`src/ray_geom_pkg.sv`:
```
`default_nettype none

package ray_geom_pkg;

	////////////////////////////////////////////////////////////////////////////
	// coordinate and distance widths
	////////////////////////////////////////////////////////////////////////////

	localparam int COORD_W = 16;
	localparam int DIST_W  = COORD_W * 2 + 1; // 17-bit diff times 16-bit inv_dir

	typedef logic signed [COORD_W-1:0] coord_t; // position or inverse direction
	typedef logic signed [DIST_W-1:0]  dist_t;  // parametric distance along the ray

	// open span used on an axis the ray runs parallel to
	localparam dist_t DIST_MAX = {1'b0, {(DIST_W-1){1'b1}}};
	localparam dist_t DIST_MIN = {1'b1, {(DIST_W-1){1'b0}}};

	////////////////////////////////////////////////////////////////////////////
	// query, span and result types
	////////////////////////////////////////////////////////////////////////////

	typedef struct packed {
		coord_t origin_x;
		coord_t origin_y;
		coord_t origin_z;
		coord_t inv_dir_x; // 1/dir, meaningless when the axis is parallel
		coord_t inv_dir_y;
		coord_t inv_dir_z;
		coord_t box_min_x;
		coord_t box_min_y;
		coord_t box_min_z;
		coord_t box_max_x;
		coord_t box_max_y;
		coord_t box_max_z;
		logic   parallel_x; // ray has no x component
		logic   parallel_y;
		logic   parallel_z;
	} ray_query_t;

	typedef struct packed {
		dist_t t_enter;
		dist_t t_exit;
		logic  outside; // parallel axis with origin beyond a plane
	} axis_span_t;

	typedef struct packed {
		axis_span_t x;
		axis_span_t y;
		axis_span_t z;
	} span_bundle_t;

	typedef enum logic [1:0] {
		verdict_hit,
		verdict_outside_slab,
		verdict_disjoint,
		verdict_behind
	} verdict_e;

	typedef struct packed {
		verdict_e verdict;
		logic     hit;
		dist_t    tnear;
		dist_t    tfar;
	} hit_result_t;

endpackage

`default_nettype wire

```
`src/ray_flow_pkg.sv`:
```
`default_nettype none

package ray_flow_pkg;

	////////////////////////////////////////////////////////////////////////////
	// credit flow between producer and span buffer
	////////////////////////////////////////////////////////////////////////////

	localparam int CREDIT_W = 4;

	// default depth of the span buffer, also the initial credit count
	localparam int FIFO_DEPTH_DEFAULT = 4;

	// holds 0..15, so any buffer depth up to 15 fits
	typedef logic [CREDIT_W-1:0] credit_t;

endpackage

`default_nettype wire

```
`src/span_fifo.sv`:
```
`default_nettype none

module span_fifo import ray_geom_pkg::*, ray_flow_pkg::*; #(
	parameter int FIFO_DEPTH = FIFO_DEPTH_DEFAULT
) (
	input  wire logic    clk,
	input  wire logic    rst,
	input  wire logic    span_push,
	input  span_bundle_t span_data,
	input  wire logic    span_pop,
	output logic         span_avail,
	output span_bundle_t span_head,
	output logic         credit_return
);

	localparam int PTR_W = $clog2(FIFO_DEPTH);

	typedef logic [PTR_W-1:0] ptr_t;

	// wrap at FIFO_DEPTH, which need not be a power of two
	function automatic ptr_t next_ptr(input ptr_t p);
		ptr_t n;
		if (p == ptr_t'(FIFO_DEPTH - 1))
			n = '0;
		else
			n = p + 1'b1;
		return n;
	endfunction

	span_bundle_t mem [0:FIFO_DEPTH-1];

	ptr_t    wr_ptr;
	ptr_t    rd_ptr;
	credit_t count;

	////////////////////////////////////////////////////////////////////////////
	// pointers and occupancy
	////////////////////////////////////////////////////////////////////////////

	always_ff @(posedge clk or posedge rst) begin
		if (rst) begin
			wr_ptr        <= '0;
			rd_ptr        <= '0;
			count         <= '0;
			credit_return <= 1'b0;
		end else begin
			if (span_push)
				wr_ptr <= next_ptr(wr_ptr);
			if (span_pop)
				rd_ptr <= next_ptr(rd_ptr);
			case ({span_push, span_pop})
				2'b10:   count <= count + 1'b1;
				2'b01:   count <= count - 1'b1;
				default: count <= count; // both or neither
			endcase
			credit_return <= span_pop; // slot freed, hand credit back
		end
	end

	// storage
	always_ff @(posedge clk) begin
		if (span_push)
			mem[wr_ptr] <= span_data;
	end

	assign span_avail = (count != '0);
	assign span_head  = mem[rd_ptr]; // head valid only with span_avail

endmodule

`default_nettype wire

```
`config.mk`:
```
export PLATFORM = sky130hd
export DESIGN_NAME = span_fifo
export DESIGN_NICKNAME = d
export VERILOG_FILES = /design/src/ray_geom_pkg.sv /design/src/ray_flow_pkg.sv /design/src/span_fifo.sv
export SDC_FILE = /design/constraint.sdc
export NUM_CORES = 1
export LEC_CHECK = 0
export BUFFER_PORTS_ARGS = -buffer_cell sky130_fd_sc_hd__buf_2
export CAP_MARGIN = 20
export CORE_AREA = 3 3 259 198
export DETAILED_ROUTE_END_ITERATION = 6
export DIE_AREA = 0 0 262 201
export GPL_ROUTABILITY_DRIVEN = 0
export PLACE_DENSITY_LB_ADDON = 0.05
export SYNTH_ARGS = -nofsm -noshare
export SYNTH_HDL_FRONTEND = slang
export SYNTH_SLANG_ARGS = --single-unit
```
`constraint.sdc`:
```
create_clock -name clk -period 9 [get_ports clk]
set_clock_uncertainty 0.1 [all_clocks]
set_input_delay 0.9 -clock clk [delete_from_list [all_inputs] [get_ports clk]]
set_output_delay 0.9 -clock clk [all_outputs]
set_load 0.05 [all_outputs]
```
# After elaboration in Yosys (flattened, before gate mapping)
# Memories as Yosys holds them, arrays and structs flattened.
# Cells that the tools add are included.
# totals
mem_count	1
reg_bits	9
elab_cells	20
ramBits	804
# mem_list
name	depth	word_bits	rd	rd_ports_with_merged_regs	write_ports	line	rtl
mem	4	201	1	0	1	span_fifo.sv:30	span_bundle_t mem [0:FIFO_DEPTH-1];
# classes
muxes	5
n_eq_ne	4
reduce_logical	2
n_addsub	4
# ops
cell	count
$pmux 4 s2	1
$eq 2x2->1 const B	3
$add 2x1->2 const B	2
$add 4x1->4 const B	1
$mux 2	2
$reduce_bool 4->1	1
$sub 4x1->4 const B	1
$eq 2x1->1 const B	1
$mux 1	2
$reduce_bool 2->1	1

# Logic depth before layout (Yosys ltp)
# depth
ltp_word	2
mapped_depth	8
mapped_depth_nobuf	8

# Worst setup path before layout
# Ideal clock, no wire load.
# synth_timing
path_kind	input port to flip-flop
from	input span_push
to	memory mem[0][0] (netlist name), enable pin
slack_ns	2.855
setup_ns	0.585
stages	1
required_ns	8.315
t_arrival_ns	5.460
path_cell_list	and2_1
# synth_between
elab_chain_len	2
# synth_lines
item	line	rtl
from (decl)	span_fifo.sv:8	input wire logic span_push,
$mux 1	span_fifo.sv:62	if (span_push)
$mux 1 (not written as such)	span_fifo.sv:63	mem[wr_ptr] <= span_data;
to (decl)	span_fifo.sv:30	
# No other way between the ends.

==> flow_summary.json <==
{
  "wl_per_cell_microns": 25.3,
  "viasPerCell": 5.76,
  "grt_pass1_wl_microns": 86400,
  "fin_crit_sh_pct": 52.0,
  "layout_common_cells": "804 x edfxtp_1, 407 x buf_2, 201 x mux4_2, 79 x clkbuf_16, 20 x clkbuf_1",
  "grt_antenna_before_repair": 19,
  "clockBufferDepth": 3,
  "critPathArrivalTime_ns": 3.68,
  "drv_slew": 0,
  "drt_iter0_markers": 1016,
  "worstSetupStartpointType": "register",
  "rr_worst_depth": 5,
  "nets": 1765,
  "dieWidth_microns": 262,
  "worst_slack_ns": 4.32,
  "wl_microns": 57200,
  "cts_setup_buffers": 0,
  "grt_usage_pct": 22.2,
  "grt_pass1_vias": 13600,
  "ys_seq_area_share_pct": 82.0,
  "period_minus_slack_ns": 4.68,
  "clockPowerShare_pct": 24.5,
  "p_sw_share_pct": 36.3,
  "netlist_instances": 1097,
  "use_met2_pct": 34.9,
  "synth_nets": 1310,
  "crit_required_ns": 8.00,
  "layout-drive-gt1-share_pct": 45.5,
  "cellPowerDensity_nw_per_um2": 347,
  "port_buffers": 407,
  "final_common_cell": "edfxtp_1",
  "max_slew_margin_pct": 31.7,
  "path_cells": "buf_4 -> buf_4 -> mux4_2 -> buf_2",
  "fin_area_sq_um": 34500,
  "grt_setup_unrepaired": "false",
  "first_pass_iters": 4,
  "reg2reg_to": "mem[0][74]",
  "cp_slowest_stage_delay_ns": 0.84,
  "cts.sinks": 813,
  "max_freq_mhz": 214,
  "htreeDepth": 3,
  "postCtsResizedCells": 0,
  "pre_cts_slack_ns": 4.89,
  "power_mw": 12.0,
  "pin_count": 408,
  "yosysTopAreaCellShare_pct": 81.2,
  "die_y_microns": 201,
  "yosys.area.top_type": "edfxtp_1",
  "r2r-start": "wr_ptr[0]",
  "synthArstFlopShare_pct": 1.11,
  "dp_cells": 2122,
  "p_int_mw": 7.64,
  "switchingPower_mw": 4.35,
  "syn_area_sq_um": 29700,
  "n_fill_cell": 2925,
  "synthDistinctLibCells": 24,
  "core_sq_um": 48700,
  "seqPwrFrac_pct": 41.9,
  "max_cap_violations": 0,
  "critPathSlowestCell": "dfrtp_4",
  "overflow": 0,
  "synthTopCellsByArea": "edfxtp_1 81%, mux4_2 15%, buf_12 1.3%, dfrtp_1 0.76%, ha_1 0.34%",
  "worstMarginPinSlew_ns": 1.02,
  "core.rowCount": 70,
  "syn_avg_cell_area_sq_um": 27.1,
  "p_leak_nw": 11.7,
  "drc": 0,
  "worstSetupPathType": "register to output pin",
  "grt_use_met1_pct": 30.7,
  "finalSetupViolCount": 0,
  "insertion_delay_ns": 0.59,
  "ys_seq_elements": 813,
  "cts_root_buf": "clkbuf_16",
  "crit_fanout": 53,
  "ir_drop_v": 0.000272,
  "synth_flop_cell": "edfxtp_1",
  "holdCritPathClass": "input pin to asynchronous set/reset pin",
  "r2r_slack_ns": 5.73,
  "synth_edf_count": 804,
  "ys_warn_count": 0,
  "grt_max_degree": 140,
  "cpLargestDelayFamily": "buffers and inverters",
  "crit_buf_inv": 3,
  "post-route-util_pct": 70.9,
  "endpoint_kind": "output pin",
  "cts_tree": "done",
  "cts.reportedPaths.clkPinSlew_ns": 0.06,
  "area_growth_pct": 16.2,
  "grt_busiest_layer": "met2",
  "vias": 13000,
  "whs_ns": 0.208,
  "cp_common_cell": "buf_4",
  "cts-hold-fix-buffers": 0,
  "final_hold_viol_count": 0,
  "antenna_left": 0,
  "cts_buffers": 75,
  "finalSetupTns_ns": 0,
  "start_util_pct": 61.1,
  "instances_no_fill": 2266,
  "met3_usage_pct": 6.90,
  "combPwrFrac_pct": 33.6,
  "placed_cell_area_sq_um": 32200,
  "status": "finished clean",
  "die_area_sq_um": 52700,
  "dp_hpwl_microns": 34700
}
## layer usage
metal	routed length, microns	vias to the layer above
met2	28700	344
met3	4470	99
met4	1230	22
li1	-	5707
met5	139	-
met1	22700	6873
## cells by family after synthesis
group	after synthesis	synth area share, %
mux	205	15.4
compound gates	5	0.0841
xor+xnor	5	0.147
flops	813	82.0
simple gates	12	0.269
fa+ha+maj	8	0.337
buf+inv	49	1.84
## power by group through the flow
stage                     clock network, mW  logic (mW)  registers, mW
after global placement                    0        4.03           5.11
after detailed placement                  0        4.04           5.15
after floorplan                           0        3.26           5.14
final                                  2.94        4.03           5.02
after CTS                              3.01        4.05           5.07
after global routing                   3.17        4.22           5.07
## worst register-to-register path: stages, from the launching register on
cell and delay [ns]:
dfrtp_1 0.41, inv_1 0.12, ha_1 0.16, and2_4 0.65, buf_4 0.63, buf_4 0.77
## worst max-delay path by stage
stage	start	to	slack, ns	depth (start not counted)
6_report	rd_ptr[1]	span_head[118]	4.32	4
5_1_grt	rd_ptr[1]	span_head[118]	4.13	4
4_1_cts	rd_ptr[1]	span_head[118]	4.25	4
3_5_place_dp	rd_ptr[1]	span_head[118]	4.89	4
3_3_place_gp	rd_ptr[1]	span_head[154]	4.90	4
2_1_floorplan	span_push	mem[0][0]	2.85	1
## sequential cells by signal, summed over array words and instances, names as in the netlist
signal,flops
rd_ptr,2
credit_return,1
mem,804
count,4
wr_ptr,2
## area by class of cell
class	count	area (sq um)	share of cell area (%)
Clock inverter	29	163	0.471
Clock buffer	104	2120	6.14
Multi-Input combinational cell	235	4830	14.0
Sequential cell	813	24400	70.6
Antenna cell	10	25.0	0.0724
Timing Repair Buffer	423	2200	6.38
Inverter	4	15.0	0.0435
Tap cell	648	811	2.35
## Yosys cell counts (3+ instances only)
| cell | number |
|---|---|
| edfxtp_1 | 804 |
| mux4_2 | 201 |
| buf_12 | 20 |
| buf_2 | 19 |
| dfrtp_1 | 9 |
| ha_1 | 8 |
| and2_1 | 4 |
| inv_1 | 4 |
| xor2_1 | 4 |
| clkbuf_1 | 3 |
| o21ai_0 | 3 |
No activity file was read; power rests on OpenSTA's default activity.
