### config.mk
export PLATFORM = sky130hd
export DESIGN_NAME = slab_hit_resolver
export DESIGN_NICKNAME = d
export VERILOG_FILES = /design/src/ray_geom_pkg.sv /design/src/slab_hit_resolver.sv
export SDC_FILE = /design/constraint.sdc
export NUM_CORES = 1
export LEC_CHECK = 0
export ABC_CLOCK_PERIOD_IN_PS = 3320
export CAP_MARGIN = 40
export CORE_UTILIZATION = 60
export DETAILED_ROUTE_END_ITERATION = 8
export DONT_BUFFER_PORTS = 1
export PLACE_DENSITY_LB_ADDON = 0.25
export SETUP_SLACK_MARGIN = 0.2
export SYNTH_ARGS = -nofsm -noshare
export SYNTH_HDL_FRONTEND = slang
export SYNTH_SLANG_ARGS = --single-unit
### constraint.sdc
create_clock -name clk -period 3.32 [get_ports clk]
set_input_delay 0.332 -clock clk [delete_from_list [all_inputs] [get_ports clk]]
set_output_delay 0.332 -clock clk [all_outputs]
set_load 0.01 [all_outputs]
### src/ray_geom_pkg.sv
`default_nettype none

package ray_geom_pkg;

	////////////////////////////////////////////////////////////////////////////
	// coordinate and distance widths
	////////////////////////////////////////////////////////////////////////////

	localparam int COORD_W = 16;
	localparam int DIST_W  = COORD_W * 2 + 1; // 17-bit diff times 16-bit inv_dir

	typedef logic signed [COORD_W-1:0] coord_t; // position or inverse direction
	typedef logic signed [DIST_W-1:0]  dist_t;  // parametric distance along the ray

	// open span used on an axis the ray runs parallel to
	localparam dist_t DIST_MAX = {1'b0, {(DIST_W-1){1'b1}}};
	localparam dist_t DIST_MIN = {1'b1, {(DIST_W-1){1'b0}}};

	////////////////////////////////////////////////////////////////////////////
	// query, span and result types
	////////////////////////////////////////////////////////////////////////////

	typedef struct packed {
		coord_t origin_x;
		coord_t origin_y;
		coord_t origin_z;
		coord_t inv_dir_x; // 1/dir, meaningless when the axis is parallel
		coord_t inv_dir_y;
		coord_t inv_dir_z;
		coord_t box_min_x;
		coord_t box_min_y;
		coord_t box_min_z;
		coord_t box_max_x;
		coord_t box_max_y;
		coord_t box_max_z;
		logic   parallel_x; // ray has no x component
		logic   parallel_y;
		logic   parallel_z;
	} ray_query_t;

	typedef struct packed {
		dist_t t_enter;
		dist_t t_exit;
		logic  outside; // parallel axis with origin beyond a plane
	} axis_span_t;

	typedef struct packed {
		axis_span_t x;
		axis_span_t y;
		axis_span_t z;
	} span_bundle_t;

	typedef enum logic [1:0] {
		verdict_hit,
		verdict_outside_slab,
		verdict_disjoint,
		verdict_behind
	} verdict_e;

	typedef struct packed {
		verdict_e verdict;
		logic     hit;
		dist_t    tnear;
		dist_t    tfar;
	} hit_result_t;

endpackage

`default_nettype wire

### src/slab_hit_resolver.sv
`default_nettype none

module slab_hit_resolver import ray_geom_pkg::*; (
	input  wire logic    clk,
	input  wire logic    rst,
	input  wire logic    span_avail,
	input  span_bundle_t span_head,
	output logic         span_pop,
	input  wire logic    result_ready,
	output logic         result_valid,
	output hit_result_t  result
);

	function automatic dist_t dist_max2(input dist_t a, input dist_t b);
		return (a > b) ? a : b;
	endfunction

	function automatic dist_t dist_min2(input dist_t a, input dist_t b);
		return (a < b) ? a : b;
	endfunction

	dist_t       tnear;
	dist_t       tfar;
	logic        any_outside;
	verdict_e    verdict;
	hit_result_t next_result;

	////////////////////////////////////////////////////////////////////////////
	// reduce three spans to one interval
	////////////////////////////////////////////////////////////////////////////

	assign tnear = dist_max2(dist_max2(span_head.x.t_enter, span_head.y.t_enter),
		span_head.z.t_enter); // last entry into a slab
	assign tfar  = dist_min2(dist_min2(span_head.x.t_exit, span_head.y.t_exit),
		span_head.z.t_exit); // first exit from a slab

	assign any_outside = span_head.x.outside || span_head.y.outside ||
		span_head.z.outside;

	always_comb begin
		if (any_outside)
			verdict = verdict_outside_slab;
		else if (tfar < tnear)
			verdict = verdict_disjoint;
		else if (tfar <= dist_t'(0))
			verdict = verdict_behind; // box lies behind the origin
		else
			verdict = verdict_hit;
	end

	always_comb begin
		next_result.verdict = verdict;
		next_result.hit     = (verdict == verdict_hit);
		next_result.tnear   = tnear;
		next_result.tfar    = tfar;
	end

	////////////////////////////////////////////////////////////////////////////
	// output register with back-pressure
	////////////////////////////////////////////////////////////////////////////

	// take a new span when the register is empty or draining this cycle
	assign span_pop = span_avail && (!result_valid || result_ready);

	always_ff @(posedge clk or posedge rst) begin
		if (rst) begin
			result_valid <= 1'b0;
		end else begin
			if (span_pop)
				result_valid <= 1'b1;
			else if (result_ready)
				result_valid <= 1'b0;
		end
	end

	always_ff @(posedge clk) begin
		if (span_pop)
			result <= next_result; // held until the consumer reads it
	end

endmodule

`default_nettype wire

==> key figures, run 1 <==
Outcome
  – Tool error: [ERROR DPL-0038] Utilization greater than 100%, impossible to legalize
  – Status: did not finish
  – Fail Step: global routing

Synth
  – Mapped Area: 0.00809 mm²
  – Synth Register Bits: 70
  – Syn Inst Count: 944
  – Yosys top cell by area: edfxtp_1
  – Area fraction of the dominant cell type after synthesis: 25.6%
  – Synth Flop Type: edfxtp_1
  – Distinct cells, synth: 62
  – Syn. warnings: 0
  – Post-synth EDFFs: 69
  – Synthesized Nets: 1311
  – Dominant cells by area after synthesis: edfxtp_1 26%, ha_1 25%, inv_1 8.1%, o21ai_0 5.7%, mux2_2 4.7%
  – Fraction of registers with async set/reset: ~1.4%
  – Seq/Total Area, Yosys: 25.9%
  – Mapped Avg Cell Area: 8.57 µm²

Global routing
  – Largest net degree at the start of global routing: 70

STA
  – Worst_ep kind: register input
  – Worst setup endpoint GRT: result[68]$_DFFE_PP_/D

Clock network
  – TritonCTS Buffers: 9
  – Clock Tree Buf Depth: 2
  – Root buf cell: clkbuf_16
  – Num Clock Sinks: 70
  – H-tree level count: 3

Floorplanning
  – Die Height: approximately 120 µm
  – IO Count: 276
  – Row count: 42
  – Initial Utilization: 61.3%
  – Die X-Extent: 118 µm

Placement
  – Post-Place Setup Slack: -3.67 ns
  – Port buffer count: 0
  – DP HPWL: 20200 µm
  – Placer Congestion: 0.958
  – Post-Place Cells: approximately 1300
synthesized netlist by cell type (all sizes together) (2+ instances only):
cell type / count
a211o: 3
a221oi: 4
a2111oi: 3
a41oi: 2
and3: 2
nand2: 92
nor3: 13
o311ai: 2
and4: 4
mux2: 36
a211oi: 9
o22ai: 2
a31oi: 5
o31a: 2
o21ai: 93
edfxtp: 69
o2bb2ai: 2
nor2b: 5
nor2: 27
buf: 10
a21o: 27
or2: 3
nor4: 28
ha: 162
mux2i: 26
o21a: 5
a21oi: 44
nand3: 16
nand4: 34
a21boi: 3
inv: 174
clkbuf: 11
o211ai: 4
nand2b: 6
kinds of logic after synthesis:
kind of cell    Yosys count  share of synthesized area [%]
mux                      62                           8.28
buf+inv                 195                           9.28
compound gates          218                           16.5
fa+ha+maj               162                           25.1
simple gates            236                           14.6
xor+xnor                  1                          0.340
flops                    70                           25.9
stage by stage:
step           utilization [%]  TNS, ns  cell area, µm²
3_3_place_gp              75.6  -112.97            9970
4_1_cts                   90.7   -78.65           12000
3_5_place_dp              75.8  -119.90            9990
2_1_floorplan                -   -81.52            8720
timing repair:
item                                   4_1_cts
hold buffers                                 1
buffers inserted                            39
gates resized for setup                    282
endpoints found under the hold margin        1
gates cloned                                 8
setup endpoints to repair                   69
pin swaps                                  111
==> run 2, diff against run 1 <==
Settings changed: CORE_UTILIZATION 60 to 40, PLACE_DENSITY_LB_ADDON 0.25 to 0.15, SETUP_SLACK_MARGIN 0.2 to unset.
==> run 2 against run 1 <==
  * The flow now finishes, with violations (setup timing)
  * Synthesized cell count unchanged
  * Area after synthesis unchanged
==> key figures, run 2 <==
Outcome
  – Status: complete, but fails checks (was did not finish)
  – Failing checks: setup timing

STA
  – Max Transition Viols Final: 0
  – Final worst slack: -3.19 ns
  – Final Hold Viols: 0
  – Slew headroom: 50.3%
  – Max Fclk: 154 MHz
  – Slew @ Worst Pin: 0.739 ns
  – Final setup viols: 69
  – Worst clock skew: approximately 0.0047 ns
  – Period minus WS final: 6.51 ns
  – Final period util: 196%
  – RSZ-0062 raised after global routing: yes
  – Setup tns final: -88.54 ns

Clock network
  – Num Clock Sinks: 70 (unchanged)
  – Root buf cell: clkbuf_16 (unchanged)
  – TritonCTS Buffers: 9 (unchanged)
  – Clock Tree Buf Depth: 2 (unchanged)
  – H-tree level count: 3 (unchanged)
  – Clock slew at the register clock pins of the worst setup and hold paths: roughly 0.060 ns
  – Worst skew pair latency: 0.33 ns
  – CTS tree: yes

Power and ir drop
  – Comb pwr share: 63.3%
  – Internal Power: 4160 µW
  – Maximum vdd drop: between 0.0003 and 0.0004 V
  – Clock network power share: 16.7%
  – Pwr dens: 497 mW/mm²
  – Sequential power share: 20.0%
  – Total leakage power: 0.00599 µW
  – Tot Pwr: approximately 6500 µW
  – Net Sw Frac: 36.3%
  – Switching pwr: 2370 µW

Detailed routing
  – Final wirelength: 28200 µm
  – Drt first-iter violations: between 300 and 400
  – Total number of vias: 7922
  – Post-route ant nets: 0
  – Routed vias/inst: 5.39
  – # DRC: 0
  – Mean routed wirelength per cell: between 15 and 20 µm
  – TritonRoute pass-1 iters: 5

Floorplanning
  – Total Die Area: 0.0208 mm²
  – Die Height: 144 µm (was 118 µm)
  – Core Box Area: around 0.020 mm²
  – Die X-Extent: 144 µm (was 118 µm)
  – Row count: 51 (was 42)
  – Initial Utilization: 41.2% (was 61.3%)
  – IO Count: 276 (unchanged)

Synth
  – Post-synth top cells: 174 x inv_1, 162 x ha_1, 92 x nand2_1, 92 x o21ai_0, 69 x edfxtp_1 (unchanged)
  – Yosys top cell by area: edfxtp_1 (unchanged)
  – Seq/Total Area, Yosys: 25.9% (unchanged)
  – Synthesized Nets: 1311 (unchanged)
  – Synth Flop Type: edfxtp_1 (unchanged)
  – Area fraction of the dominant cell type after synthesis: 25.6% (unchanged)
  – Dominant cells by area after synthesis: edfxtp_1 26%, ha_1 25%, inv_1 8.1%, o21ai_0 5.7%, mux2_2 4.7% (unchanged)
  – Mapped Avg Cell Area: 8.57 µm² (unchanged)
  – Synth Register Bits: 70 (unchanged)
  – Distinct cells, synth: 62 (unchanged)
  – Count leader, synth: inv_1 (unchanged)
  – Fraction of registers with async set/reset: 1.43% (unchanged)
  – Post-synth EDFFs: 69 (unchanged)
  – Mapped Area: 0.00809 mm² (unchanged)
  – Syn Inst Count: 944 (unchanged)
  – Syn. warnings: 0 (unchanged)

Global routing
  – Largest net degree at the start of global routing: 40
  – GRT Util Overall: 25.1%
  – Antenna violations before repair: 0
  – GR Overflow Total: 0
  – Vias in the first global route: 7696
  – First-pass GRT wire length: slightly below 40000 µm

Finish
  – Max reg flops: 69
  – Inserted Diodes: 0
  – Layout Utilization: about two thirds
  – Nets: 1568
  – Commonest non-fill, non-tap cell in the layout: buf_4
  – Reg with most FFs: result
  – Syn-to-layout area delta: 62.5%
  – Commonest cells after routing, fill and taps aside: 197 x buf_4, 127 x inv_1, 109 x ha_1
  – Layout cells sized above 1: between 40 and 50%
  – Biggest regs: result (69), result_valid (1)

Critical path
  – Setup Crit Path Kind: input pin to flop
  – Crit-path max FO: 6
  – Worst setup SP type: input pin
  – Critical path capture point type: flop
  – Worst Reg-to-Reg Cells: 3
  – R2r startpoint: result_valid$_DFFE_PP0P_
  – Critical path required time: 3.40 ns
  – Worst Path Arrival: approximately 6.6 ns
  – R2r setup slk: 1.71 ns
  – Worst path slowest cell: a2111oi_2
  – Slowest stage delay, CP: approximately 0.36 ns
  – Reg2reg end: result[58]$_DFFE_PP_

Job
  – Max-cap violation count: 0

Placement
  – Port buffer count: 0 (unchanged)
  – Placer Congestion: 0.925 (was 0.958)
  – DP HPWL: 21000 µm (was 20200 µm)

Hold path
  – WHS Path Cells: 1
  – Worst min-delay path startpoint: span_avail
  – Hold EP: result_valid$_DFFE_PP0P_
  – Hold Path Class: input pin to flop
## run 2: cell counts after synthesis
Identical to the previous run, type by type.
## run 2: how the worst max path moves through the flow
stage / startpoint / endpoint / cells after the start
global route: span_head[81] / result[68]$_DFFE_PP_ / 41
CTS: span_head[79] / result[66]$_DFFE_PP_ / 36
finish: span_head[83] / result[66]$_DFFE_PP_ / 36
detailed placement: span_head[79] / result[68]$_DFFE_PP_ / 35
floorplan: span_head[100] / result[66]$_DFFE_PP_ / 34
global placement: span_head[79] / result[68]$_DFFE_PP_ / 35
## run 2: stage by stage
step	std cells	setup WS [ns]	instance area, µm²	hold slack [ns]
2_1_floorplan	944	-2.95	8720	0.0607
3_3_place_gp	1375	-3.47	10300	0.0621
3_5_place_dp	1376	-3.61	10300	0.0645
4_1_cts	1446	-3.05	12200	0.105
5_1_grt	1471	-3.53	13100	0.105
6_report	1471	-3.19	13100	0.114
## run 2: power by group through the flow
stage          logic, µW  clock network, µW  registers [µW]
3_5_place_dp        2660                  0            1320
2_1_floorplan       1680                  0            1290
6_report            4130               1090            1310
5_1_grt             4480               1150            1320
4_1_cts             3510               1110            1310
3_3_place_gp        2630                  0            1330
## run 2: worst max-delay path: cells and delay by family
family | cells | cell delay (ns)
buffers and inverters | 8 | 1.22
and+or+nand+nor | 6 | 1.03
xor gates and xnor gates | 1 | 0.16
adders and majority gates | 3 | 0.75
AOI/OAI and AO/OA | 18 | 3.08
## run 2: area by class of cell
cell class	instances	area (µm²)
Multi-Input combinational cell	679	7090
Fill cell	1596	6510
Timing Repair Buffer	267	2550
Sequential cell	70	2100
Inverter	174	734
Tap cell	265	332
Clock buffer	10	229
Clock inverter	6	110
## run 2: logic make-up (layout without fill, tap and decap cells)
family / count (synthesis) / in the layout / share of synthesized area (%)
AND/OR/NAND/NOR: 236 / 236 / 14.6
AO/OA/AOI/OAI: 218 / 218 / 16.5
buffers and inverters: 195 / 457 / 9.28
adder cells (fa/ha/maj): 162 / 162 / 25.1
flip-flops: 70 / 70 / 25.9
multiplexers: 62 / 62 / 8.28
XOR/XNOR: 1 / 1 / 0.340
## run 2: routing by layer
metal	wire, µm	vias to the layer above	GRT usage [%]
met5	0	-	0
met4	461	0	4.88
met3	2050	32	6.99
met2	13800	252	42.0
met1	11900	3685	32.2
li1	-	3953	-
## run 2: what timing repair did
action | 4_1_cts | 5_1_grt
setup buffers | 45 | 27
hold buffers | 1 | 0
resized for setup | 245 | 165
cloned | 8 | 2
pin swaps | 25 | 66
hold endpoints to repair | 1 | 0
endpoints found under the setup margin | 69 | 69
Power figures use the tool's default switching activity.
